<file path="src/hdl/vit_trb_pkg.sv">
package vit_trb_pkg;

  //----------------------------------------------------------
  // trellis and frame sizes
  //----------------------------------------------------------

  localparam int cSTATE_NUM  = 8;  // K=4 -> 8 states
  localparam int cSTATE_W    = 3;
  localparam int cUNC_W      = 2;  // uncoded bits per step
  localparam int cFRAME_MAX  = 64; // steps per frame, tail included
  localparam int cFRAME_W    = 6;
  localparam int cRAM_ADDR_W = 7;  // {bank, step index}

  //----------------------------------------------------------
  // bundles
  //----------------------------------------------------------

  // one trellis step from the ACS side
  typedef struct packed {
    logic                  sop;
    logic                  eop;
    logic [cSTATE_NUM-1:0] decision; // survivor bit per state
    logic [cUNC_W-1:0]     unc;
  } trb_step_t;

  typedef struct packed {
    logic [cSTATE_NUM-1:0] decision;
    logic [cUNC_W-1:0]     unc;
  } trb_ram_word_t;

  // traceback request, one per closed bank
  typedef struct packed {
    logic                bank;
    logic [cFRAME_W-1:0] last; // index of final step
  } trb_job_t;

  typedef struct packed {
    logic              dbit; // decoded info bit
    logic [cUNC_W-1:0] unc;
  } trb_lifo_word_t;

  typedef struct packed {
    logic              sop;
    logic              eop;
    logic              dbit;
    logic [cUNC_W-1:0] unc;
  } trb_out_t;

  // state = last three inputs, newest in msb
  // predecessor drops the msb and takes the survivor bit as the new lsb
  function automatic logic [cSTATE_W-1:0] trb_prev_state(
    input logic [cSTATE_W-1:0]   s,
    input logic [cSTATE_NUM-1:0] dec
  );
    return {s[cSTATE_W-2:0], dec[s]};
  endfunction

endpackage

</file>
<file path="src/hdl/vit_trb_ram.sv">
module vit_trb_ram import vit_trb_pkg::*; (
  input  logic                   iclk,
  input  logic                   wr_en,
  input  logic [cRAM_ADDR_W-1:0] wr_addr,
  input  trb_ram_word_t          wr_data,
  input  logic [cRAM_ADDR_W-1:0] rd_addr,
  output trb_ram_word_t          rd_data
);

  // two banks of cFRAME_MAX steps
  trb_ram_word_t mem [2**cRAM_ADDR_W];

  //----------------------------------------------------------
  // write port
  //----------------------------------------------------------

  always_ff @(posedge iclk) begin
    if (wr_en) begin
      mem[wr_addr] <= wr_data;
    end
  end

  //----------------------------------------------------------
  // read port, one cycle latency
  //----------------------------------------------------------

  // writer and reader never share a bank, no bypass needed
  always_ff @(posedge iclk) begin
    rd_data <= mem[rd_addr];
  end

endmodule

</file>
<file path="src/hdl/vit_trb_ctrl.sv">
module vit_trb_ctrl import vit_trb_pkg::*; (
  input  logic                   iclk,
  input  logic                   ireset,
  input  trb_step_t              in_step,
  input  logic                   in_valid,
  output logic                   in_ready,
  output logic                   wr_en,
  output logic [cRAM_ADDR_W-1:0] wr_addr,
  output trb_ram_word_t          wr_data,
  output trb_job_t               job,
  output logic                   job_valid,
  input  logic                   job_ready,
  input  logic                   bank_free
);

  logic                cur_bank;   // bank being written
  logic                trace_ptr;  // next bank to hand to the engine
  logic                free_ptr;   // next bank the engine will release
  logic [1:0]          busy;       // frame stored, not yet released
  logic [1:0]          pend;       // job not yet accepted
  logic [cFRAME_W:0]   wr_ptr;     // one spare bit for overrun check
  logic [cFRAME_W:0]   idx;
  logic [cFRAME_W-1:0] last_idx [2];
  logic                frame_open;
  logic                acc;
  logic                job_acc;

  //----------------------------------------------------------
  // write side
  //----------------------------------------------------------

  assign acc      = in_valid & in_ready;
  assign in_ready = ~busy[cur_bank]; // stall only when both banks are full
  assign idx      = in_step.sop ? '0 : wr_ptr; // sop restarts the frame

  assign wr_en            = acc;
  assign wr_addr          = {cur_bank, idx[cFRAME_W-1:0]};
  assign wr_data.decision = in_step.decision;
  assign wr_data.unc      = in_step.unc;

  // banks are traced in the order they were closed
  assign job_acc   = job_valid & job_ready;
  assign job_valid = pend[trace_ptr];
  assign job.bank  = trace_ptr;
  assign job.last  = last_idx[trace_ptr];

  always_ff @(posedge iclk or posedge ireset) begin
    if (ireset) begin
      cur_bank   <= 1'b0;
      trace_ptr  <= 1'b0;
      free_ptr   <= 1'b0;
      busy       <= '0;
      pend       <= '0;
      wr_ptr     <= '0;
      frame_open <= 1'b0;
    end
    else begin
      if (acc) begin
        wr_ptr     <= idx + 1'b1;
        frame_open <= ~in_step.eop;
        if (in_step.eop) begin
          cur_bank <= ~cur_bank; // flip to the other bank
        end
      end
      if (job_acc) begin
        pend[trace_ptr] <= 1'b0;
        trace_ptr       <= ~trace_ptr;
      end
      if (bank_free) begin
        busy[free_ptr] <= 1'b0;
        free_ptr       <= ~free_ptr;
      end
      // closed bank can't be busy or pending here, in_ready guards it
      if (acc && in_step.eop) begin
        busy[cur_bank] <= 1'b1;
        pend[cur_bank] <= 1'b1; // job shows up next cycle
      end
    end
  end

  // end index per bank
  always_ff @(posedge iclk) begin
    if (acc && in_step.eop) begin
      last_idx[cur_bank] <= idx[cFRAME_W-1:0];
    end
  end

  //----------------------------------------------------------
  // checks
  //----------------------------------------------------------

  a_frame_len : assert property (@(posedge iclk) disable iff (ireset)
    (acc && in_step.eop) |-> (idx < cFRAME_MAX));

  a_sop_first : assert property (@(posedge iclk) disable iff (ireset)
    (acc && !frame_open) |-> in_step.sop);

endmodule

</file>
<file path="src/hdl/vit_trb_engine.sv">
module vit_trb_engine import vit_trb_pkg::*; (
  input  logic                   iclk,
  input  logic                   ireset,
  input  trb_job_t               job,
  input  logic                   job_valid,
  output logic                   job_ready,
  output logic                   bank_free,
  output logic [cRAM_ADDR_W-1:0] rd_addr,
  input  trb_ram_word_t          rd_data,
  input  logic                   lifo_free,
  output logic                   lifo_wr,
  output logic [cFRAME_W-1:0]    lifo_waddr,
  output trb_lifo_word_t         lifo_wdata,
  output logic                   lifo_done
);

  typedef enum logic [1:0] {
    st_idle,
    st_walk,  // issuing reads, last down to 0
    st_drain  // last word in flight, then done
  } state_t;

  state_t              state;
  logic                bank;
  logic [cFRAME_W-1:0] last;
  logic [cFRAME_W-1:0] rd_idx;     // index being read
  logic                rd_vld;     // rd_data valid this cycle
  logic [cFRAME_W-1:0] rd_vld_idx; // index of rd_data
  logic [cSTATE_W-1:0] trel_state; // survivor path state

  //----------------------------------------------------------
  // outputs
  //----------------------------------------------------------

  assign job_ready = (state == st_idle) & lifo_free;
  assign rd_addr   = {bank, rd_idx};
  assign bank_free = (state == st_walk) & (rd_idx == '0); // word 0 read issued

  assign lifo_wr         = rd_vld;
  assign lifo_waddr      = lifo_done ? last : rd_vld_idx; // done carries last index
  assign lifo_wdata.dbit = trel_state[cSTATE_W-1];        // newest input bit
  assign lifo_wdata.unc  = rd_data.unc;

  //----------------------------------------------------------
  // walk FSM
  //----------------------------------------------------------

  always_ff @(posedge iclk or posedge ireset) begin
    if (ireset) begin
      state      <= st_idle;
      rd_vld     <= 1'b0;
      lifo_done  <= 1'b0;
      trel_state <= '0;
    end
    else begin
      rd_vld    <= (state == st_walk);
      lifo_done <= rd_vld & (rd_vld_idx == '0);
      case (state)
        st_idle : begin
          if (job_valid && job_ready) begin
            state      <= st_walk;
            trel_state <= '0; // tail bits force state 0
          end
        end
        st_walk : begin
          if (rd_idx == '0) begin
            state <= st_drain;
          end
        end
        st_drain : begin
          if (lifo_done) begin
            state <= st_idle; // lifo_free already low by now
          end
        end
        default : state <= st_idle;
      endcase
      if (rd_vld) begin
        trel_state <= trb_prev_state(trel_state, rd_data.decision);
      end
    end
  end

  // address counters
  always_ff @(posedge iclk) begin
    rd_vld_idx <= rd_idx;
    if (state == st_idle) begin
      bank   <= job.bank;
      last   <= job.last;
      rd_idx <= job.last; // start at the tail
    end
    else if (state == st_walk) begin
      rd_idx <= rd_idx - 1'b1;
    end
  end

  //----------------------------------------------------------
  // checks
  //----------------------------------------------------------

  // a waiting job stays put until it is taken
  a_job_hold : assert property (@(posedge iclk) disable iff (ireset)
    (job_valid && !job_ready) |=> (job_valid && $stable(job)));

endmodule

</file>
<file path="src/hdl/vit_trb_lifo.sv">
module vit_trb_lifo import vit_trb_pkg::*; (
  input  logic                iclk,
  input  logic                ireset,
  input  logic                lifo_wr,
  input  logic [cFRAME_W-1:0] lifo_waddr,
  input  trb_lifo_word_t      lifo_wdata,
  input  logic                lifo_done,
  output logic                lifo_free,
  output trb_out_t            out_step,
  output logic                out_valid,
  input  logic                out_ready
);

  trb_lifo_word_t      mem [cFRAME_MAX];
  logic [cFRAME_W-1:0] last;   // final index of the frame
  logic [cFRAME_W-1:0] ptr;    // index on the output now
  logic [cFRAME_W-1:0] rd_idx;
  logic [cFRAME_W-1:0] end_idx;
  logic                xfer;
  logic                load;

  // written backward by index, replayed 0..last
  always_ff @(posedge iclk) begin
    if (lifo_wr) begin
      mem[lifo_waddr] <= lifo_wdata;
    end
  end

  //----------------------------------------------------------
  // replay
  //----------------------------------------------------------

  assign xfer      = out_valid & out_ready;
  assign load      = lifo_done | (xfer & ~out_step.eop); // fetch next word
  assign rd_idx    = lifo_done ? '0 : ptr + 1'b1;
  assign end_idx   = lifo_done ? lifo_waddr : last;
  assign lifo_free = ~out_valid; // busy for the whole replay

  always_ff @(posedge iclk or posedge ireset) begin
    if (ireset) begin
      out_valid <= 1'b0;
      ptr       <= '0;
      last      <= '0;
    end
    else begin
      if (lifo_done) begin
        out_valid <= 1'b1;
        ptr       <= '0;
        last      <= lifo_waddr;
      end
      else if (xfer) begin
        if (out_step.eop) begin
          out_valid <= 1'b0; // frame out
        end
        else begin
          ptr <= ptr + 1'b1;
        end
      end
    end
  end

  // output word, held while out_ready is low
  always_ff @(posedge iclk) begin
    if (load) begin
      out_step.sop  <= (rd_idx == '0);
      out_step.eop  <= (rd_idx == end_idx);
      out_step.dbit <= mem[rd_idx].dbit;
      out_step.unc  <= mem[rd_idx].unc;
    end
  end

  //----------------------------------------------------------
  // checks
  //----------------------------------------------------------

  // engine must wait for lifo_free
  a_no_wr_replay : assert property (@(posedge iclk) disable iff (ireset)
    lifo_wr |-> !out_valid);

endmodule

</file>
<file path="src/hdl/vit_trb_top.sv">
module vit_trb_top import vit_trb_pkg::*; (
  input  logic      iclk,
  input  logic      ireset,
  input  trb_step_t in_step,
  input  logic      in_valid,
  output logic      in_ready,
  output trb_out_t  out_step,
  output logic      out_valid,
  input  logic      out_ready
);

  //----------------------------------------------------------
  // interconnect
  //----------------------------------------------------------

  // ctrl -> ram
  logic                   wr_en;
  logic [cRAM_ADDR_W-1:0] wr_addr;
  trb_ram_word_t          wr_data;
  // ctrl <-> engine
  trb_job_t               job;
  logic                   job_valid;
  logic                   job_ready;
  logic                   bank_free;
  // engine <-> ram
  logic [cRAM_ADDR_W-1:0] rd_addr;
  trb_ram_word_t          rd_data;
  // engine <-> lifo
  logic                   lifo_free;
  logic                   lifo_wr;
  logic [cFRAME_W-1:0]    lifo_waddr;
  trb_lifo_word_t         lifo_wdata;
  logic                   lifo_done;

  //----------------------------------------------------------
  // blocks
  //----------------------------------------------------------

  vit_trb_ctrl u_ctrl (
    .iclk      (iclk),
    .ireset    (ireset),
    .in_step   (in_step),
    .in_valid  (in_valid),
    .in_ready  (in_ready),
    .wr_en     (wr_en),
    .wr_addr   (wr_addr),
    .wr_data   (wr_data),
    .job       (job),
    .job_valid (job_valid),
    .job_ready (job_ready),
    .bank_free (bank_free)
  );

  vit_trb_ram u_ram (
    .iclk    (iclk),
    .wr_en   (wr_en),
    .wr_addr (wr_addr),
    .wr_data (wr_data),
    .rd_addr (rd_addr),
    .rd_data (rd_data)
  );

  vit_trb_engine u_engine (
    .iclk       (iclk),
    .ireset     (ireset),
    .job        (job),
    .job_valid  (job_valid),
    .job_ready  (job_ready),
    .bank_free  (bank_free),
    .rd_addr    (rd_addr),
    .rd_data    (rd_data),
    .lifo_free  (lifo_free),
    .lifo_wr    (lifo_wr),
    .lifo_waddr (lifo_waddr),
    .lifo_wdata (lifo_wdata),
    .lifo_done  (lifo_done)
  );

  vit_trb_lifo u_lifo (
    .iclk       (iclk),
    .ireset     (ireset),
    .lifo_wr    (lifo_wr),
    .lifo_waddr (lifo_waddr),
    .lifo_wdata (lifo_wdata),
    .lifo_done  (lifo_done),
    .lifo_free  (lifo_free),
    .out_step   (out_step),
    .out_valid  (out_valid),
    .out_ready  (out_ready)
  );

endmodule

</file>
<file path="config.mk">
export PLATFORM = sky130hd
export DESIGN_NAME = vit_trb_top
export DESIGN_NICKNAME = d
export VERILOG_FILES = /design/src/hdl/vit_trb_pkg.sv /design/src/hdl/vit_trb_ram.sv /design/src/hdl/vit_trb_ctrl.sv /design/src/hdl/vit_trb_engine.sv /design/src/hdl/vit_trb_lifo.sv /design/src/hdl/vit_trb_top.sv
export SDC_FILE = /design/constraint.sdc
export NUM_CORES = 2
export LEC_CHECK = 0
export BUFFER_PORTS_ARGS = -buffer_cell sky130_fd_sc_hd__buf_2
export CORE_ASPECT_RATIO = 0.75
export CORE_UTILIZATION = 35
export CTS_CLUSTER_SIZE = 40
export DETAILED_ROUTE_END_ITERATION = 16
export GPL_ROUTABILITY_DRIVEN = 0
export GPL_TIMING_DRIVEN = 0
export SYNTH_ARGS = -nofsm -noshare
export SYNTH_HDL_FRONTEND = slang
export SYNTH_SLANG_ARGS = --single-unit
</file>
<file path="constraint.sdc">
create_clock -name iclk -period 3.6 [get_ports iclk]
set_clock_uncertainty 0.05 [all_clocks]
set_input_delay 0.18 -clock iclk [delete_from_list [all_inputs] [get_ports iclk]]
set_output_delay 0.18 -clock iclk [all_outputs]
set_load 0.05 [all_outputs]
</file>
## Word-level counts from Yosys, hierarchy flattened

Memories as Yosys holds them, arrays and structs flattened. A register that Yosys moved wholly into a read port is not among the register bits.
Cells that the tools add are included.

- Memories: 3
- Word-level logic and storage cells: 119
- Bits in writable memories: 1,484
- Flip-flop bits (word level): 55

- Reduce and logical (&&, ||, !) cells: 19
- Equality and inequality tests: 7
- Multiplexer cells: 41
- $add $sub $neg: 3
- Magnitude comparators: 7
- Bitwise logic cells: 20

Memory list:

| name | words | width | read ports | clocked after Yosys merged registers in | write ports | RTL line | RTL |
|---|---|---|---|---|---|---|---|
| u_ram.mem | 128 | 10 | 1 | 1 | 1 | vit_trb_ram.sv:11 | `trb_ram_word_t mem [2**cRAM_ADDR_W];` |
| u_lifo.mem | 64 | 3 | 1 | 1 | 1 | vit_trb_lifo.sv:14 | `trb_lifo_word_t mem [cFRAME_MAX];` |
| u_ctrl.last_idx | 2 | 6 | 1 | 0 | 1 | vit_trb_ctrl.sv:23 | `logic [cFRAME_W-1:0] last_idx [2];` |

Operators by type and width:

| cell | count |
|---|---|
| $mux W6 | 8 |
| $logic_not A6 Y1 | 3 |
| $mux W1 | 17 |
| $mux W2 | 7 |
| $reduce_bool A2 Y1 | 5 |
| $mux W3 | 3 |
| $reduce_and A2 Y1 | 4 |
| $add A7 B1 Y7 const B | 1 |
| $and A1 B1 Y1 | 7 |
| $mux W7 | 1 |
| $add A6 B1 Y6 const B | 1 |
| $eq A6 B6 Y1 | 1 |
| $lt A1 B2 Y1 const B | 3 |
| $not A1 Y1 | 6 |
| $pmux W2 S3 | 1 |
| $sub A6 B1 Y6 const B | 1 |
| $logic_and A1 B1 Y1 | 5 |
| $and A2 B2 Y2 | 2 |
| $lt A3 B4 Y1 const B | 1 |
| $ne A2 B1 Y1 const B | 2 |
| $ne A2 B2 Y1 const B | 2 |
| $not A2 Y2 | 2 |
| $or A2 B2 Y2 | 2 |
| $bmux W1 S3 | 1 |
| other kinds (7) | 11 |

## Logic depth before layout (Yosys ltp)

- Depth in word-level cells: 9
- Depth in mapped cells: 10
- Mapped depth without buffers: 7

## By module

Synthesis repeated with hierarchy kept, for this count alone.

- Cells, all modules: 2,807
- Area, all modules: 60,624.4 um2

By module, submodules not included:

| module | instances | seq. area each (um2) | area an instance (um2) | cells an instance |
|---|---|---|---|---|
| vit_trb_ram | 1 | 38,637.1 | 49,354.8 | 1,998 |
| vit_trb_lifo | 1 | 6,241.0 | 8,931.1 | 621 |
| vit_trb_ctrl | 1 | 685.7 | 1,197.4 | 96 |
| vit_trb_engine | 1 | 685.7 | 1,141.1 | 92 |

## Worst setup path before layout

Ideal clock, no wire load.

- Kind: register -> register
- Start point: register u_ctrl.cur_bank
- End point: memory u_ram.mem[90][0] (netlist bit) (enable)
- Buffers on the path: 3
- Cell stages (with the launch flop): 9
- Period minus slack after synthesis: 3.322 ns
- Arrival time: 2.896 ns
- Path slack: 0.278 ns
- Required time: 3.174 ns
- Cells stage by stage: dfrtp_1 -> buf_2 -> mux2i_1 -> and2_1 -> clkbuf_1 -> nor2b_1 -> nand3_1 -> clkbuf_1 -> nor2_1

- Word-level cells in the longest chain between the ends: 6

RTL lines:

| item | RTL line | RTL |
|---|---|---|
| start, declared | vit_trb_ctrl.sv:16 | `logic cur_bank;` |
| start signal, assigned | vit_trb_ctrl.sv:62 | `cur_bank <= ~cur_bank;` |
| $mux W1 (implied by the code) (2 in series) | vit_trb_ctrl.sv:33 | `assign in_ready = ~busy[cur_bank];` |
| $not A1 Y1 | vit_trb_ctrl.sv:33 |  |
| via in_ready | vit_trb_top.sv:6 | `output logic in_ready,` |
| $and A1 B1 Y1 | vit_trb_ctrl.sv:32 | `assign acc = in_valid & in_ready;` |
| $mux W1 | vit_trb_ram.sv:18 | `if (wr_en) begin` |
| $mux W1 (implied by the code) | vit_trb_ram.sv:19 | `mem[wr_addr] <= wr_data;` |
| end, declared | vit_trb_ram.sv:11 |  |

The timed path passes the listed nets, and every way through them passes these cells. The select of a mux whose other input is x is not followed.

==> impl_metrics.tcl <==
set metrics [dict create \
    syn_area_mm2 0.06118 \
    total_leakage_power_nw 22.59 \
    portBuffers 22 \
    p_sw_mw 20.97 \
    yosys-top-cells-area "edfxtp_1, mux4_2, mux2i_1" \
    hpwlAfterDp_um 128500 \
    syn_to_final_growth_pct 15.57 \
    hold_violations 0 \
    critPathMaxStageDelay_ns 0.92 \
    wl_per_cell_um 33.63 \
    arrival_ns 4.37 \
    setup_ws_ns -0.2404 \
    htreeDepth 4 \
    grt_max_degree 89 \
    cts_tree "built" \
    synth_most_common_cell "edfxtp_1" \
    start_util_pct 35.35 \
    synth_edf_count 1502 \
    grt_pass1_wl_um 269200 \
    drt-vias-per-instance 5.925 \
    cts_sinks 1551 \
    p_seq_share_pct 37.6 \
    p_comb_share_pct 34.9 \
    relSlewSlack_pct 9.775 \
    maxSlewViolCount 0 \
    core_mm2 0.1731 \
    dr.pass1.iters 6 \
    r2r_slack_ns -0.24 \
    dp.cells 5482 \
    synthCells 3168 \
    synthArstFlopShare_pct 2.128 \
    grt-ovfl-total 0 \
    cts_root_buffer "clkbuf_16" \
    worstReg2RegEnd "u_ram.rd_data[1]$_DFF_P_" \
    postLayoutCellArea_mm2 0.07070 \
    outcome "finished, violations left" \
    placed_area_mm2 0.06454 \
    num_io_pins 23 \
    grtUsageTotal_pct 22.11 \
    p_per_area_mw_per_mm2 798.0 \
    clkLatencyLatePin_ns 0.81 \
    drt_wl_total_um 197200 \
    cts-buffers-inserted 145 \
    max_cap_viol_count 0 \
    synth_top_area_share_pct 73.73 \
    critPathLaunchType "flip-flop" \
    violations "negative setup slack" \
    vias 34730 \
    end_kind "flip-flop" \
    cp_max_fo 11 \
    cts.clk_slew.worst_paths_ns 0.06 \
    yosysUniqueCellTypes 81 \
    synth-seq-area-share_pct 75.60 \
    setup_viol 10 \
    ys_ff_latch 1551 \
    reg2reg_from "u_engine.rd_idx[3]$_DFFE_PP_" \
    yosysWarnings 0 \
    required_ns 4.13 \
    power.internal_mw 35.45 \
    reg2reg_depth 7 \
    fin_cells 5862 \
    rows 132 \
    fin_nets 3486 \
    post-route-min-period_ns 3.840 \
    period_share_pct 106.7 \
    clockBufferDepth 3 \
    p_total_mw 56.42 \
    p_sw_share_pct 37.17 \
    drive_gt1_share_pct 25.86 \
    die_area_mm2 0.1765 \
    dieHeight_um 364.1 \
    route.detailed.drc 0 \
    avgSynthCellArea_um2 19.31 \
    ir_worst_vdd_v 0.0005847 \
    hp-class "in -> async" \
    critPathKind "reg -> reg" \
    drtIter0Drc 6134 \
    synth_flop_cell "edfxtp_1" \
    worst_pin_slew_ns 1.353 \
    dieWidth_um 484.8 \
    max_freq_mhz 260.4 \
    grt_setup_unrepaired "yes" \
    syn-num-nets 3188 \
    dp_slack_ns -1.325 \
    p_clk_share_pct 27.6 \
    path_cells "or2_2 -> clkbuf_1 -> nor2_1 -> a221oi_1 -> nand2_1 -> a221oi_2 -> a31oi_2" \
    grt_pass1_vias 32550 \
    postRouteAntennaNets 0 \
    grt_antenna_before_repair 8 \
    cp_slowest_cell "edfxtp_1" \
    yosysTopAreaCell "edfxtp_1" \
    yosys-top-cells-count "edfxtp_1, mux4_2, nor2_1, mux2i_1, nand2_1" \
]
## cell usage in the layout (no fill, tap or decap), types with 11 or more instances in the layout
cell | netlist | final
nor2_4 | 1 | 21
a221oi_1 | 23 | 22
o22ai_1 | 23 | 23
mux2i_1 | 196 | 192
buf_16 | 0 | 11
edfxtp_1 | 1502 | 1502
dfxtp_1 | 16 | 14
nor2_2 | 1 | 76
nand2_1 | 176 | 173
buf_2 | 53 | 58
clkinv_1 | 1 | 34
inv_1 | 14 | 13
clkbuf_1 | 71 | 66
nor2b_1 | 30 | 29
clkbuf_16 | 0 | 150
a211oi_1 | 12 | 12
a22oi_1 | 37 | 37
clkbuf_4 | 0 | 12
o211ai_1 | 15 | 15
nor2_1 | 240 | 145
mux2_2 | 24 | 24
dfrtp_1 | 33 | 32
o21ai_0 | 43 | 42
a32oi_1 | 34 | 32
clkbuf_2 | 0 | 19
nand3_1 | 35 | 32
mux4_2 | 287 | 287
a21oi_1 | 55 | 55
a31oi_1 | 14 | 12
dlygate4sd3_1 | 0 | 14
bufinv_16 | 0 | 12
clkinv_2 | 0 | 18
buf_6 | 23 | 23
and2_1 | 11 | 11
buf_4 | 23 | 145
## sequential cells by signal, summed over array words and instances (netlist names), 3 cells and up
name	count
u_ctrl.last_idx	12
u_lifo.mem	192
u_lifo.out_step	5
u_ram.rd_data	10
u_engine.rd_idx	6
u_ctrl.wr_ptr	6
u_engine.last	6
u_engine.trel_state	3
u_ram.mem	1280
u_lifo.last	6
u_engine.rd_vld_idx	6
u_lifo.ptr	6
## worst max-delay path: cells and delay by family, from the launching register on
kind	cells	cell delay, ns
flops	1	0.92
buf+inv	1	0.51
compound gates	3	1.25
simple gates	3	0.85
## stage by stage
| step | utilization, % | TNS (ns) | hold slack [ns] |
|---|---|---|---|
| floorplan | - | 0 | 0.2289 |
| global placement | 37.06 | -752.87 | 0.3181 |
| detailed placement | 37.29 | -762.71 | 0.3165 |
| CTS | 40.77 | -0.9837 | 0.04452 |
| global route | 40.84 | -3.226 | 0.1084 |
| finish | 40.85 | -1.188 | 0.01140 |
## kinds of logic (layout without fill, tap and decap cells)
logic type,Yosys count,in the layout,share of synthesized area [%]
AO/OA/AOI/OAI,342,342,4.045
XOR/XNOR,17,17,0.2679
adder cells (fa/ha/maj),4,4,0.08181
buffers and inverters,194,607,1.759
flip-flops,1551,1551,75.60
multiplexers,513,513,14.43
other,0,3,0
AND/OR/NAND/NOR,547,547,3.820
## worst max path at each step
stage                            startpoint                          end
2_1_floorplan   u_ctrl.cur_bank$_DFFE_PP0N_   u_ram.mem[90][0]$_DFFE_PP_
3_3_place_gp    u_ctrl.cur_bank$_DFFE_PP0N_   u_ram.mem[31][8]$_DFFE_PP_
3_5_place_dp    u_ctrl.cur_bank$_DFFE_PP0N_   u_ram.mem[31][8]$_DFFE_PP_
4_1_cts         u_ctrl.cur_bank$_DFFE_PP0N_   u_ram.mem[44][8]$_DFFE_PP_
5_1_grt        u_ctrl.wr_ptr[4]$_DFFE_PP0P_  u_ram.mem[117][7]$_DFFE_PP_
6_report       u_engine.rd_idx[3]$_DFFE_PP_     u_ram.rd_data[1]$_DFF_P_
## final cells by class
| type | instances | area, um2 |
|---|---|---|
| Timing Repair Buffer | 153 | 1449 |
| Antenna cell | 3 | 7.507 |
| Clock buffer | 183 | 3918 |
| Inverter | 17 | 63.81 |
| Tap cell | 2278 | 2850 |
| Multi-Input combinational cell | 1423 | 14280 |
| Clock inverter | 79 | 770.7 |
| Fill cell | 15190 | 102400 |
| Buffer | 175 | 1110 |
| Sequential cell | 1551 | 46250 |
## power groups by stage
stage	Sequential [mW]	Clock [mW]	Combinational (mW)
CTS	21.2	15.6	18.7
global route	21.2	16.3	19.8
finish	21.2	15.6	19.7
detailed placement	21.5	0	18.6
global placement	21.7	0	18.2
floorplan	21.4	0	9.97
## metal layers
| layer | track usage, % | vias to the layer above | part of all wire (%) |
|---|---|---|---|
| met5 | 0 | - | 0.020 |
| met4 | 8.188 | 8 | 3.7 |
| met3 | 8.666 | 387 | 15 |
| met2 | 29.67 | 2529 | 40 |
| met1 | 31.95 | 18270 | 41 |
| li1 | - | 13540 | - |
## repair_timing
item	CTS	global route
pin swaps	68	0
endpoints found under the setup margin	1130	748
hold endpoints to repair	564	0
gates resized for setup	145	55
buffers inserted	103	0
hold buffers	14	0
(Power assumes the default switching activity.)
